**config.mk**
```make
export PLATFORM = sky130hd
export DESIGN_NAME = issue_stage
export DESIGN_NICKNAME = d
export VERILOG_FILES = /design/src/issue_pkg.sv /design/src/regfile.sv /design/src/fust_scalar.sv /design/src/fust_matrix.sv /design/src/issue_select.sv /design/src/issue_stage.sv
export SDC_FILE = /design/constraint.sdc
export NUM_CORES = 2
export LEC_CHECK = 0
export BUFFER_PORTS_ARGS = -buffer_cell sky130_fd_sc_hd__buf_2
export CORE_UTILIZATION = 45
export DETAILED_ROUTE_END_ITERATION = 8
export HOLD_SLACK_MARGIN = 0.15
export SYNTH_ARGS = -nofsm -noshare
export SYNTH_HDL_FRONTEND = slang
export SYNTH_SLANG_ARGS = --single-unit
```
**constraint.sdc**
```tcl
create_clock -name CLK -period 17.5 [get_ports CLK]
set_clock_uncertainty 0.05 [all_clocks]
set_input_delay 2.625 -clock CLK [delete_from_list [all_inputs] [get_ports CLK]]
set_output_delay 2.625 -clock CLK [all_outputs]
set_load 0.05 [all_outputs]
```
**src/issue_pkg.sv**
```systemverilog
/* Shared types and constants for the issue stage of the scalar/matrix core.
   Every module refers to these by scoped name. */
`default_nettype none

package issue_pkg;

    // Table geometry and datapath widths
    localparam int NUM_ROWS = 5;
    localparam int NUM_REGS = 32;
    localparam int REG_W    = 5;
    localparam int WORD_W   = 32;
    localparam int MREG_W   = 4;
    localparam int AGE_W    = 3;

    // Row index of each functional unit
    localparam int ROW_ALU    = 0;
    localparam int ROW_LD_ST  = 1;
    localparam int ROW_BRANCH = 2;
    localparam int ROW_MLS    = 3;
    localparam int ROW_GEMM   = 4;

    // Encoding is row index plus one, zero means no producer to wait on
    typedef enum logic [2:0] {
        FU_NONE   = 3'd0,
        FU_ALU    = 3'd1,
        FU_LD_ST  = 3'd2,
        FU_BRANCH = 3'd3,
        FU_MLS    = 3'd4,
        FU_GEMM   = 3'd5
    } fu_e;

    typedef enum logic [1:0] {
        FUST_EMPTY,
        FUST_WAIT,
        FUST_RDY,
        FUST_EX
    } fust_state_e;

    typedef struct packed {
        logic [REG_W-1:0] rs1;
        logic [REG_W-1:0] rs2;
        fu_e              t1;
        fu_e              t2;
    } fust_s_row_t;

    typedef struct packed {
        logic [MREG_W-1:0] ms1;
        logic [MREG_W-1:0] ms2;
        logic [MREG_W-1:0] ms3;
        fu_e               t1;
        fu_e               t2;
        fu_e               t3;
    } fust_m_row_t;

    typedef struct packed {
        logic        s_en;
        fu_e         s_fu;
        fust_s_row_t s_row;
        logic        m_en;
        fust_m_row_t m_row;
        logic        g_en;
        fust_m_row_t g_row;
    } dispatch_t;

    typedef struct packed {
        logic              rw_en;
        logic [REG_W-1:0]  rw;
        logic [WORD_W-1:0] wdata;
        fu_e               done_fu;
    } wb_t;

    typedef struct packed {
        logic              valid;
        fu_e               fu;
        logic [WORD_W-1:0] rdat1;
        logic [WORD_W-1:0] rdat2;
        logic [MREG_W-1:0] ms1;
        logic [MREG_W-1:0] ms2;
        logic [MREG_W-1:0] ms3;
    } issue_t;

    // One bit per table row
    typedef logic [NUM_ROWS-1:0] row_status_t;

    // A tag naming the unit that just completed no longer blocks
    function automatic fu_e clear_tag(fu_e tag, fu_e done);
        return (done != FU_NONE && tag == done) ? FU_NONE : tag;
    endfunction

endpackage

`default_nettype wire

```
**src/regfile.sv**
```systemverilog
/* Scalar register file, 32 x 32 bits, written by the writeback bus.
   Two combinational read ports see a same-cycle write. */
`default_nettype none

module regfile (
    input  logic                          CLK,
    input  logic                          nRST,
    input  issue_pkg::wb_t                wb,
    input  logic [issue_pkg::REG_W-1:0]   rsel1,
    input  logic [issue_pkg::REG_W-1:0]   rsel2,
    output logic [issue_pkg::WORD_W-1:0]  rdat1,
    output logic [issue_pkg::WORD_W-1:0]  rdat2
);
    logic [issue_pkg::WORD_W-1:0] regs [issue_pkg::NUM_REGS];

    // x0 is never written
    always_ff @(posedge CLK) begin
        if (wb.rw_en && wb.rw != '0) begin
            regs[wb.rw] <= wb.wdata;
        end
    end

    always_comb begin
        rdat1 = (wb.rw_en && wb.rw == rsel1) ? wb.wdata : regs[rsel1];
        rdat2 = (wb.rw_en && wb.rw == rsel2) ? wb.wdata : regs[rsel2];
        if (rsel1 == '0) rdat1 = '0;
        if (rsel2 == '0) rdat2 = '0;
    end

    a_wb_sel_known: assert property (@(posedge CLK) disable iff (!nRST)
        wb.rw_en |-> !$isunknown(wb.rw));

endmodule

`default_nettype wire

```
**src/fust_scalar.sv**
```systemverilog
/* Status table rows for the ALU, LD_ST and BRANCH units.
   Dispatch fills a row, writeback clears tags that name the finished unit. */
`default_nettype none

module fust_scalar (
    input  logic                            CLK,
    input  logic                            nRST,
    input  issue_pkg::dispatch_t            dispatch,
    input  issue_pkg::wb_t                  wb,
    output issue_pkg::fust_s_row_t [2:0]    rows,
    output logic [2:0]                      tags_clear
);
    logic [2:0]                   wr_sel;
    issue_pkg::fust_s_row_t [2:0] rows_next;

    // Row picked by the dispatched unit
    always_comb begin
        wr_sel = '0;
        if (dispatch.s_en) begin
            case (dispatch.s_fu)
                issue_pkg::FU_ALU:    wr_sel[issue_pkg::ROW_ALU]    = 1'b1;
                issue_pkg::FU_LD_ST:  wr_sel[issue_pkg::ROW_LD_ST]  = 1'b1;
                issue_pkg::FU_BRANCH: wr_sel[issue_pkg::ROW_BRANCH] = 1'b1;
                default:              wr_sel = '0;
            endcase
        end
    end

    // A fresh row also drops a tag on the unit finishing this cycle
    always_comb begin
        for (int i = 0; i < 3; i++) begin
            rows_next[i]    = wr_sel[i] ? dispatch.s_row : rows[i];
            rows_next[i].t1 = issue_pkg::clear_tag(rows_next[i].t1, wb.done_fu);
            rows_next[i].t2 = issue_pkg::clear_tag(rows_next[i].t2, wb.done_fu);
            tags_clear[i]   = rows[i].t1 == issue_pkg::FU_NONE &&
                              rows[i].t2 == issue_pkg::FU_NONE;
        end
    end

    always_ff @(posedge CLK or negedge nRST) begin
        if (!nRST) begin
            rows <= '0;
        end else begin
            rows <= rows_next;
        end
    end

    a_scalar_fu: assert property (@(posedge CLK) disable iff (!nRST)
        dispatch.s_en |-> dispatch.s_fu inside
            {issue_pkg::FU_ALU, issue_pkg::FU_LD_ST, issue_pkg::FU_BRANCH});

endmodule

`default_nettype wire

```
**src/fust_matrix.sv**
```systemverilog
/* Status table rows for the matrix load/store and GEMM units.
   MLS waits on two producers, GEMM on three. */
`default_nettype none

module fust_matrix (
    input  logic                      CLK,
    input  logic                      nRST,
    input  issue_pkg::dispatch_t      dispatch,
    input  issue_pkg::wb_t            wb,
    output issue_pkg::fust_m_row_t    mls_row,
    output issue_pkg::fust_m_row_t    gemm_row,
    output logic [1:0]                tags_clear
);
    issue_pkg::fust_m_row_t mls_next;
    issue_pkg::fust_m_row_t gemm_next;

    always_comb begin
        mls_next     = dispatch.m_en ? dispatch.m_row : mls_row;
        mls_next.t1  = issue_pkg::clear_tag(mls_next.t1, wb.done_fu);
        mls_next.t2  = issue_pkg::clear_tag(mls_next.t2, wb.done_fu);

        gemm_next    = dispatch.g_en ? dispatch.g_row : gemm_row;
        gemm_next.t1 = issue_pkg::clear_tag(gemm_next.t1, wb.done_fu);
        gemm_next.t2 = issue_pkg::clear_tag(gemm_next.t2, wb.done_fu);
        gemm_next.t3 = issue_pkg::clear_tag(gemm_next.t3, wb.done_fu);
    end

    // MLS ignores its third tag
    always_comb begin
        tags_clear[0] = mls_row.t1 == issue_pkg::FU_NONE &&
                        mls_row.t2 == issue_pkg::FU_NONE;
        tags_clear[1] = gemm_row.t1 == issue_pkg::FU_NONE &&
                        gemm_row.t2 == issue_pkg::FU_NONE &&
                        gemm_row.t3 == issue_pkg::FU_NONE;
    end

    always_ff @(posedge CLK or negedge nRST) begin
        if (!nRST) begin
            mls_row  <= '0;
            gemm_row <= '0;
        end else begin
            mls_row  <= mls_next;
            gemm_row <= gemm_next;
        end
    end

    a_one_matrix_dispatch: assert property (@(posedge CLK) disable iff (!nRST)
        !(dispatch.m_en && dispatch.g_en));

endmodule

`default_nettype wire

```
**src/issue_select.sv**
```systemverilog
/* Row state machines, ages and oldest-first pick for the five table rows.
   Loads one issue packet per cycle unless freeze is high. */
`default_nettype none

module issue_select (
    input  logic                                CLK,
    input  logic                                nRST,
    input  issue_pkg::dispatch_t                dispatch,
    input  issue_pkg::wb_t                      wb,
    input  logic                                freeze,
    input  issue_pkg::fust_s_row_t [2:0]        s_rows,
    input  issue_pkg::fust_m_row_t              mls_row,
    input  issue_pkg::fust_m_row_t              gemm_row,
    input  issue_pkg::row_status_t              tags_clear,
    input  logic [issue_pkg::WORD_W-1:0]        rdat1,
    input  logic [issue_pkg::WORD_W-1:0]        rdat2,
    output logic [issue_pkg::REG_W-1:0]         rsel1,
    output logic [issue_pkg::REG_W-1:0]         rsel2,
    output issue_pkg::row_status_t              busy,
    output issue_pkg::issue_t                   issue
);
    issue_pkg::fust_state_e [issue_pkg::NUM_ROWS-1:0]         state;
    issue_pkg::fust_state_e [issue_pkg::NUM_ROWS-1:0]         next_state;
    logic [issue_pkg::NUM_ROWS-1:0][issue_pkg::AGE_W-1:0]     age;
    logic [issue_pkg::NUM_ROWS-1:0][issue_pkg::AGE_W-1:0]     next_age;
    logic [issue_pkg::NUM_ROWS-1:0]                           incoming;
    logic [issue_pkg::NUM_ROWS-1:0]                           ready;
    logic [issue_pkg::NUM_ROWS-1:0]                           enter_ex;
    logic                                                     found;
    logic [2:0]                                               sel;
    logic [issue_pkg::AGE_W-1:0]                              best_age;
    issue_pkg::issue_t                                        next_issue;

    // Dispatch enables mapped onto rows
    always_comb begin
        incoming = '0;
        if (dispatch.s_en) begin
            case (dispatch.s_fu)
                issue_pkg::FU_ALU:    incoming[issue_pkg::ROW_ALU]    = 1'b1;
                issue_pkg::FU_LD_ST:  incoming[issue_pkg::ROW_LD_ST]  = 1'b1;
                issue_pkg::FU_BRANCH: incoming[issue_pkg::ROW_BRANCH] = 1'b1;
                default:              incoming = '0;
            endcase
        end
        incoming[issue_pkg::ROW_MLS]  = dispatch.m_en;
        incoming[issue_pkg::ROW_GEMM] = dispatch.g_en;
    end

    // Oldest ready row wins, strict compare keeps the lower index on a tie
    always_comb begin
        found    = 1'b0;
        sel      = '0;
        best_age = '0;
        for (int i = 0; i < issue_pkg::NUM_ROWS; i++) begin
            ready[i] = (state[i] == issue_pkg::FUST_WAIT || state[i] == issue_pkg::FUST_RDY)
                       && tags_clear[i];
            if (ready[i] && (!found || age[i] > best_age)) begin
                found    = 1'b1;
                sel      = 3'(i);
                best_age = age[i];
            end
        end
    end

    always_comb begin
        for (int i = 0; i < issue_pkg::NUM_ROWS; i++) begin
            next_state[i] = state[i];
            next_age[i]   = '0;
            case (state[i])
                issue_pkg::FUST_EMPTY: begin
                    if (incoming[i]) begin
                        next_state[i] = issue_pkg::FUST_WAIT;
                        next_age[i]   = 1;
                    end
                end
                issue_pkg::FUST_WAIT, issue_pkg::FUST_RDY: begin
                    if (ready[i]) begin
                        next_state[i] = (found && sel == 3'(i) && !freeze) ?
                                        issue_pkg::FUST_EX : issue_pkg::FUST_RDY;
                    end
                    if (next_state[i] != issue_pkg::FUST_EX) begin
                        next_age[i] = (&age[i]) ? age[i] : age[i] + 1'b1;
                    end
                end
                // Row frees once its own unit reports completion
                issue_pkg::FUST_EX: begin
                    if (wb.done_fu == 3'(i + 1)) next_state[i] = issue_pkg::FUST_EMPTY;
                end
                default: next_state[i] = issue_pkg::FUST_EMPTY;
            endcase
            enter_ex[i] = state[i] != issue_pkg::FUST_EX && next_state[i] == issue_pkg::FUST_EX;
            busy[i]     = state[i] != issue_pkg::FUST_EMPTY;
        end
    end

    // Only scalar rows read the register file
    always_comb begin
        rsel1 = '0;
        rsel2 = '0;
        for (int i = 0; i < 3; i++) begin
            if (found && sel == 3'(i)) begin
                rsel1 = s_rows[i].rs1;
                rsel2 = s_rows[i].rs2;
            end
        end
    end

    always_comb begin
        next_issue = '0;
        if (freeze) begin
            next_issue = issue;
        end else if (found) begin
            next_issue.valid = 1'b1;
            next_issue.fu    = issue_pkg::fu_e'(sel + 3'd1);
            next_issue.rdat1 = rdat1;
            next_issue.rdat2 = rdat2;
            if (sel == 3'(issue_pkg::ROW_MLS)) begin
                next_issue.ms1 = mls_row.ms1;
                next_issue.ms2 = mls_row.ms2;
                next_issue.ms3 = mls_row.ms3;
            end else if (sel == 3'(issue_pkg::ROW_GEMM)) begin
                next_issue.ms1 = gemm_row.ms1;
                next_issue.ms2 = gemm_row.ms2;
                next_issue.ms3 = gemm_row.ms3;
            end
        end
    end

    always_ff @(posedge CLK or negedge nRST) begin
        if (!nRST) begin
            state <= {issue_pkg::NUM_ROWS{issue_pkg::FUST_EMPTY}};
            age   <= '0;
            issue <= '0;
        end else begin
            state <= next_state;
            age   <= next_age;
            issue <= next_issue;
        end
    end

    a_single_issue: assert property (@(posedge CLK) disable iff (!nRST)
        $onehot0(enter_ex));

    a_freeze_hold: assert property (@(posedge CLK) disable iff (!nRST)
        freeze |=> $stable(issue));

endmodule

`default_nettype wire

```
**src/issue_stage.sv**
```systemverilog
/* Issue stage top, joining the status tables, selector and register file.
   Dispatch and writeback come in, one issue packet per cycle goes out. */
`default_nettype none

module issue_stage (
    input  logic                        CLK,
    input  logic                        nRST,
    input  issue_pkg::dispatch_t        dispatch,
    input  issue_pkg::wb_t              wb,
    input  logic                        freeze,
    output issue_pkg::issue_t           issue,
    output issue_pkg::row_status_t      busy
);
    issue_pkg::fust_s_row_t [2:0]     s_rows;
    issue_pkg::fust_m_row_t           mls_row;
    issue_pkg::fust_m_row_t           gemm_row;
    logic [2:0]                       s_tags_clear;
    logic [1:0]                       m_tags_clear;
    logic [issue_pkg::REG_W-1:0]      rsel1;
    logic [issue_pkg::REG_W-1:0]      rsel2;
    logic [issue_pkg::WORD_W-1:0]     rdat1;
    logic [issue_pkg::WORD_W-1:0]     rdat2;

    regfile regfile_i (
        .CLK   (CLK),
        .nRST  (nRST),
        .wb    (wb),
        .rsel1 (rsel1),
        .rsel2 (rsel2),
        .rdat1 (rdat1),
        .rdat2 (rdat2)
    );

    fust_scalar fust_scalar_i (
        .CLK        (CLK),
        .nRST       (nRST),
        .dispatch   (dispatch),
        .wb         (wb),
        .rows       (s_rows),
        .tags_clear (s_tags_clear)
    );

    fust_matrix fust_matrix_i (
        .CLK        (CLK),
        .nRST       (nRST),
        .dispatch   (dispatch),
        .wb         (wb),
        .mls_row    (mls_row),
        .gemm_row   (gemm_row),
        .tags_clear (m_tags_clear)
    );

    // Matrix rows sit above the scalar rows in the status vector
    issue_select issue_select_i (
        .CLK        (CLK),
        .nRST       (nRST),
        .dispatch   (dispatch),
        .wb         (wb),
        .freeze     (freeze),
        .s_rows     (s_rows),
        .mls_row    (mls_row),
        .gemm_row   (gemm_row),
        .tags_clear ({m_tags_clear, s_tags_clear}),
        .rdat1      (rdat1),
        .rdat2      (rdat2),
        .rsel1      (rsel1),
        .rsel2      (rsel2),
        .busy       (busy),
        .issue      (issue)
    );

endmodule

`default_nettype wire

```
Word level (Yosys, flattened, before mapping)
Memory sizes are Yosys's and may differ from the RTL's.
Index checks and enable logic that the tools add are counted.
- memories: 1
- register bits: 195
- memory bits (writable): 1024
- bits of input ports: 108
- output and inout bits: 85
- add/sub/neg operators: 6
- $lt $le $gt $ge: 4
- muxes and demuxes: 99
- equality and inequality tests: 60
- reductions and logical operators: 94
- memory list (name ; words ; bits a word ; rd ports ; clocked after Yosys merged registers in ; write ports ; RTL line ; text):
    regfile_i.regs ; 32 ; 32 ; 2 ; 0 ; 1 ; regfile.sv:14 ; logic [issue_pkg::WORD_W-1:0] regs [issue_pkg::NUM_REGS];
- operator list (kind ; number):
    $mux W32 ; 4
    $mux W3 ; 28
    $mux W80 ; 1
    $mux W2 ; 22
    $logic_and A1 B1 Y1 ; 39
    $logic_not A3 Y1 ; 12
    $eq A3 B3 Y1 ; 11
    $mux W5 ; 6
    $pmux W2 S3 ; 5
    $pmux W3 S2 ; 5
    $mux W12 ; 2
    $mux W1 ; 21
    $eq A2 B2 Y1 const B ; 10
    $add A3 B1 Y3 const B ; 6
    $eq A3 B2 Y1 const B ; 6
    $mux W6 ; 3
    $mux W9 ; 2
    $ne A2 B1 Y1 const B ; 8
    $ne A3 B3 Y1 const B ; 5
    $reduce_and A3 Y1 ; 5
    $ne A2 B2 Y1 const B ; 7
    $gt A3 B3 Y1 ; 4
    $eq A2 B1 Y1 const B ; 5
    $eq A5 B5 Y1 ; 2
    other kinds (11) ; 44

Longest topological paths before layout
- word-level depth: 30
- depth in mapped cells: 52
- depth with buffers taken out: 44

By module
A second synthesis with hierarchy kept.
- cell total of the unflattened synthesis: 3340
- area total of the unflattened synthesis: 57403.8 sq um
- modules (own cells, without submodules) (module ; times used ; cells an instance ; area an instance (sq um) ; seq. area each (sq um)):
    regfile ; 1 ; 2520 ; 47872.2 ; 30749.5
    issue_select ; 1 ; 544 ; 5592.9 ; 2627.5
    fust_scalar ; 1 ; 149 ; 2123.3 ; 1201.2
    fust_matrix ; 1 ; 127 ; 1815.5 ; 1051.0

Worst setup path before layout
Ideal clock, no wire load.
- kind: reg2reg
- start point: register issue_select_i.state[0] (netlist bit)
- end point: register issue_select_i.issue[13] (netlist name)
- stages on the path, launching flop included: 46
- setup slack: 8.709 ns
- buffers on the path: 5
- data arrival time: 8.594 ns
- clock period less this slack: 8.791 ns
- required time: 17.304 ns
- cells stage by stage: dfrtp_1 -> inv_1 -> ha_1 -> and3_1 -> buf_4 -> nand2_1 -> ha_1 -> a211oi_1 -> nor2_1 -> nor2_1 -> nor2_1 -> a22oi_1 -> ha_1 -> nor2b_1 -> o21a_1 -> o21ai_0 -> a21bo_2 -> nand2_1 -> [... 10 more ...] -> o21a_1 -> o21ai_0 -> a21oi_1 -> clkbuf_1 -> a21oi_1 -> inv_1 -> ha_1 -> clkbuf_1 -> nor2_1 -> and2_1 -> o311ai_0 -> or4_1 -> nand2_2 -> buf_4 -> buf_2 -> mux4_2 -> a2111oi_0 -> a32oi_1
- longest elaborated chain between the ends: 30
- elaborated cells on any way between the ends: 49
- those cells by class: order compare: 4; eq/ne: 5; mux: 19; reduce/logical: 20; memory: 1
- ends and longest elaborated chain (what ; RTL line ; text):
    start: declaration ; issue_select.sv:22 ; issue_pkg::fust_state_e [issue_pkg::NUM_ROWS-1:0] state;
    start signal: assignment ; issue_select.sv:131 ; state <= {issue_pkg::NUM_ROWS{issue_pkg::FUST_EMPTY}};
    start signal: assignment ; issue_select.sv:135 ; state <= next_state;
    $eq A2 B1 Y1 or $eq A2 B2 Y1 (tied branches) ; issue_select.sv:55 ; ready[i] = (state[i] == issue_pkg::FUST_WAIT || state[i] == issue_pkg::FUST_RDY)
    $logic_or A1 B1 Y1 (*) ; issue_select.sv:55 ;
    $logic_and A1 B1 Y1 (*) ; issue_select.sv:56 ; && tags_clear[i];
    parallel branches: the longest is 26 deep, another holds $gt A3 B3 Y1 ; - ;
    $mux W80 (*) ; issue_select.sv:112 ; end else if (found) begin
Mark *: on every way between the ends.
A chain may end at the register's enable or synchronous reset.

Worst setup path after layout
- start point: register issue_select_i.state[0] (netlist bit)
- end point: register issue_select_i.issue[53] (netlist name)
- longest elaborated chain between the ends: 30
- elaborated cells on any way between the ends: 49
- those cells by class: order compare: 4; eq/ne: 5; mux: 19; reduce/logical: 20; memory: 1
- ends and longest elaborated chain (what ; RTL line):
    $eq A2 B1 Y1 or $eq A2 B2 Y1 (tied branches) ; issue_select.sv:55
    $logic_or A1 B1 Y1 (*) ; issue_select.sv:55
    $logic_and A1 B1 Y1 (*) ; issue_select.sv:56
    parallel branches: the longest is 26 deep, another holds $gt A3 B3 Y1 ; -
    $mux W80 (*) ; issue_select.sv:112
Marks and branches as above.

==> impl_metrics.csv <==
group,metric,value,unit
worst_setup_path,path_class,"reg -> reg",
die,io_pins,193,
timing,fmax,78.7,MHz
synthesis,yosys.area.top_type_share,51.6,%
cts,post_cts_buffers,0,
worst_setup_path,crit_fanout,57,
synthesis,postSynthAreaPerCell,11.2,um^2
grt,antenna_found_initial,18,
final_layout,nFillCells,11520,
cts,cts_resized,0,
die,die_x,366,um
timing,rsz0062_at_grt,"false",
final_layout,nNetsFinal,5527,
die,coreArea,0.131,mm^2
detailed_routing,drtAntennaViolNets,0,
synthesis,synthArstFlopShare,15.8,%
pwr,ir_drop,178,uV
worst_setup_path,r2r_slack,4.79,ns
detailed_routing,drt-total-wl,227,mm
timing,finalMaxSlewViolations,0,
cts,path_clk_slew,0.05,ns
timing,slew_headroom,11.3,%
worst_setup_path,cp.arrival,13.34,ns
synthesis,yosys.area.top_type,"edfxtp_1",
timing,setup_viol,0,
pwr,combPwrFrac,50.8,%
place,portBuffers,189,
worst_setup_path,critical_path.slowest_cell,"buf_4",
pwr,pwr-share-clk,22.0,%
cts,cts.sinks,1216,
cts,clkLatencyLatePin,0.78,ns
die,std_cell_rows,133,
worst_setup_path,r2r_cells,42,
synthesis,synth_seq_cells,1216,
grt,grt_max_degree,163,
cts,postCtsHoldBufs,0,
worst_setup_path,crit-reg2reg-launch,"issue_select_i.state[0]$_DFFE_PN0P_",
synthesis,syn-instance-count,5316,
cts,cts_tree,"done",
die,start_util,45.3,%
die,die_y,366,um
detailed_routing,wire_per_inst,31.3,um
timing,fin_tns_setup,0,ns
cts,htree_levels,4,
die,floorplan.die_area,0.134,mm^2
grt,first_global_vias,45243,
worst_setup_path,worstPathRequired,18.13,ns
grt,grt_first_pass_wirelength,322,mm
synthesis,synth_top_flop_cell,"edfxtp_1",
hold_path,hold_class,"reg -> reg",
synthesis,ys_warn_count,0,
worst_setup_path,crit_top_cell,"ha_1",
worst_setup_path,end_kind,"flop",
cts,cts_buffer_depth,3,
worst_setup_path,start_kind,"flop",
detailed_routing,first_pass_iters,8,
detailed_routing,via_per_inst,6.62,
pwr,seq_power_share,27.1,%
cts,cts_made_buffers,136,
run,maxCapViolations,0,
detailed_routing,drcViolationCount,1,
grt,grt_use_total,33.3,%
synthesis,synth_area,0.0596,mm^2
outcome,violations,"design-rule violations",
grt,overflow,0,
final_layout,fin_util,50.8,%
timing,post-route-min-period,12.71,ns
synthesis,synth_seq_area_share,59.7,%
pwr,cellPowerDensity,190,mW/mm^2
place,post-dp-hpwl,122,mm
pwr,swShare,46.3,%
hold_path,holdCritStartpoint,"fust_scalar_i.rows[25]$_DFFE_PN0P_",
worst_setup_path,cpPeakStageDelay,0.88,ns
timing,tightest_slew,1.33,ns
hold_path,hold_depth,2,
hold_path,whs_endpoint,"fust_scalar_i.rows[25]$_DFFE_PN0P_",
outcome,status,"finished with violations",
pwr,finalPower,12.7,mW
worst_setup_path,rr_endpoint,"issue_select_i.issue[53]$_DFFE_PN0N_",
detailed_routing,num_vias,48030,
pwr,p_int,6.81,mW
synthesis,synth_area_leaders,"edfxtp_1 (52%), nand2_1 (8.5%), dfrtp_1 (8.1%)",
pwr,power_switching,5.86,mW
final_layout,area_growth,12.0,%
final_layout,drive_gt1_share,13.1,%
cts,cts_root_buf,"clkbuf_16",
timing,hold_viol,0,
synthesis,synth-edff-count,1024,
timing,min_period_over_period,72.6,%
detailed_routing,drt-initial-drc-count,7092,
synthesis,yosysUniqueCellTypes,94,
final_layout,final_common_cell,"nand2_1",
pwr,p_leak,23.7,nW
final_layout,final_cell_mix,"nand2_1 (1349), edfxtp_1 (1024), nand3_1 (357)",
place,gp_congestion,0.876,
-- cell usage after synthesis (90+ instances only) --
library cell	n
dfrtp_1	192
edfxtp_1	1024
mux2i_1	193
clkbuf_1	172
a31oi_1	103
nor2_1	159
a21oi_1	231
a32oi_1	90
a211oi_1	101
buf_2	170
nand3_1	358
and3_1	147
nand2_1	1350
o21ai_0	124
-- cell type report --
| class | count | area, um^2 | area share (%) |
|---|---|---|---|
| tap | 1755 | 2200 | 3.29 |
| timing repair buffer | 310 | 1940 | 2.91 |
| clock buffer | 201 | 3890 | 5.83 |
| multi-input combinational | 3674 | 22600 | 33.8 |
| antenna | 11 | 27.5 | 0.0412 |
| sequential | 1216 | 35600 | 53.3 |
| clock inverter | 49 | 394 | 0.591 |
| inverter | 43 | 161 | 0.242 |
-- sequential cells by signal, indices dropped and copies added, names as in the netlist --
register,cells
fust_matrix_i.gemm_row,21
fust_matrix_i.mls_row,18
fust_scalar_i.rows,48
issue_select_i.age,15
issue_select_i.issue,80
issue_select_i.state,10
regfile_i.regs,1024
-- per-layer routing --
metal / part of all wire [%] / global-route usage, % / vias up
met5: 0.047 / 0 / -
met4: 6.7 / 19.8 / 10
met3: 13 / 8.70 / 712
met2: 43 / 49.0 / 3485
met1: 37 / 44.3 / 23752
li1: - / - / 20071
-- power groups by stage --
stage               logic, mW  clock network [mW]  registers, mW
floorplan                3.95                   0           3.58
global placement         6.15                   0           3.49
detailed placement       6.21                   0           3.49
CTS                      6.23                2.80           3.43
global route             6.72                2.91           3.45
finish                   6.44                2.79           3.44
-- worst max-delay path: cells and delay by family, from the launching register on --
| family | cells | cell delay (ns) |
|---|---|---|
| AOI/OAI and AO/OA | 17 | 4.10 |
| and+or+nand+nor | 14 | 3.63 |
| adders and majority gates | 6 | 1.99 |
| buffers and inverters | 3 | 1.82 |
| muxes | 2 | 0.55 |
| DFF | 1 | 0.39 |
-- kinds of logic (layout without fill, tap and decap cells) --
| kind of cell | after synthesis | in the layout | share of synthesized area [%] |
|---|---|---|---|
| adder cells (fa/ha/maj) | 38 | 38 | 0.798 |
| flip-flops | 1216 | 1216 | 59.7 |
| buffers and inverters | 457 | 603 | 3.49 |
| multiplexers | 308 | 308 | 6.87 |
| AND/OR/NAND/NOR | 2213 | 2213 | 16.3 |
| XOR/XNOR | 30 | 30 | 0.441 |
| AO/OA/AOI/OAI | 1053 | 1053 | 12.4 |
| other | 1 | 43 | 0.00630 |
-- worst max-delay path by stage --
stage,start,endpoint,cells past startpoint
4_1_cts,issue_select_i.state[0]$_DFFE_PN0P_,issue_select_i.issue[53]$_DFFE_PN0N_,44
6_report,issue_select_i.state[0]$_DFFE_PN0P_,issue_select_i.issue[53]$_DFFE_PN0N_,42
3_3_place_gp,issue_select_i.state[0]$_DFFE_PN0P_,issue_select_i.issue[53]$_DFFE_PN0N_,44
3_5_place_dp,issue_select_i.state[0]$_DFFE_PN0P_,issue_select_i.issue[53]$_DFFE_PN0N_,44
5_1_grt,issue_select_i.state[0]$_DFFE_PN0P_,issue_select_i.issue[53]$_DFFE_PN0N_,44
2_1_floorplan,issue_select_i.state[0]$_DFFE_PN0P_,issue_select_i.issue[13]$_DFFE_PN0N_,45
-- per-stage QoR --
stage               std cells  setup slack (ns)  hold slack [ns]  cell area, um^2
floorplan                5347              8.71            0.396            59700
global placement         6998              5.20            0.411            62400
detailed placement       6998              5.02            0.413            62400
CTS                      7248              4.97            0.427            66700
global route             7252              3.94            0.449            66700
finish                   7259              4.79            0.424            66700
Power figures use the tool's default switching activity.
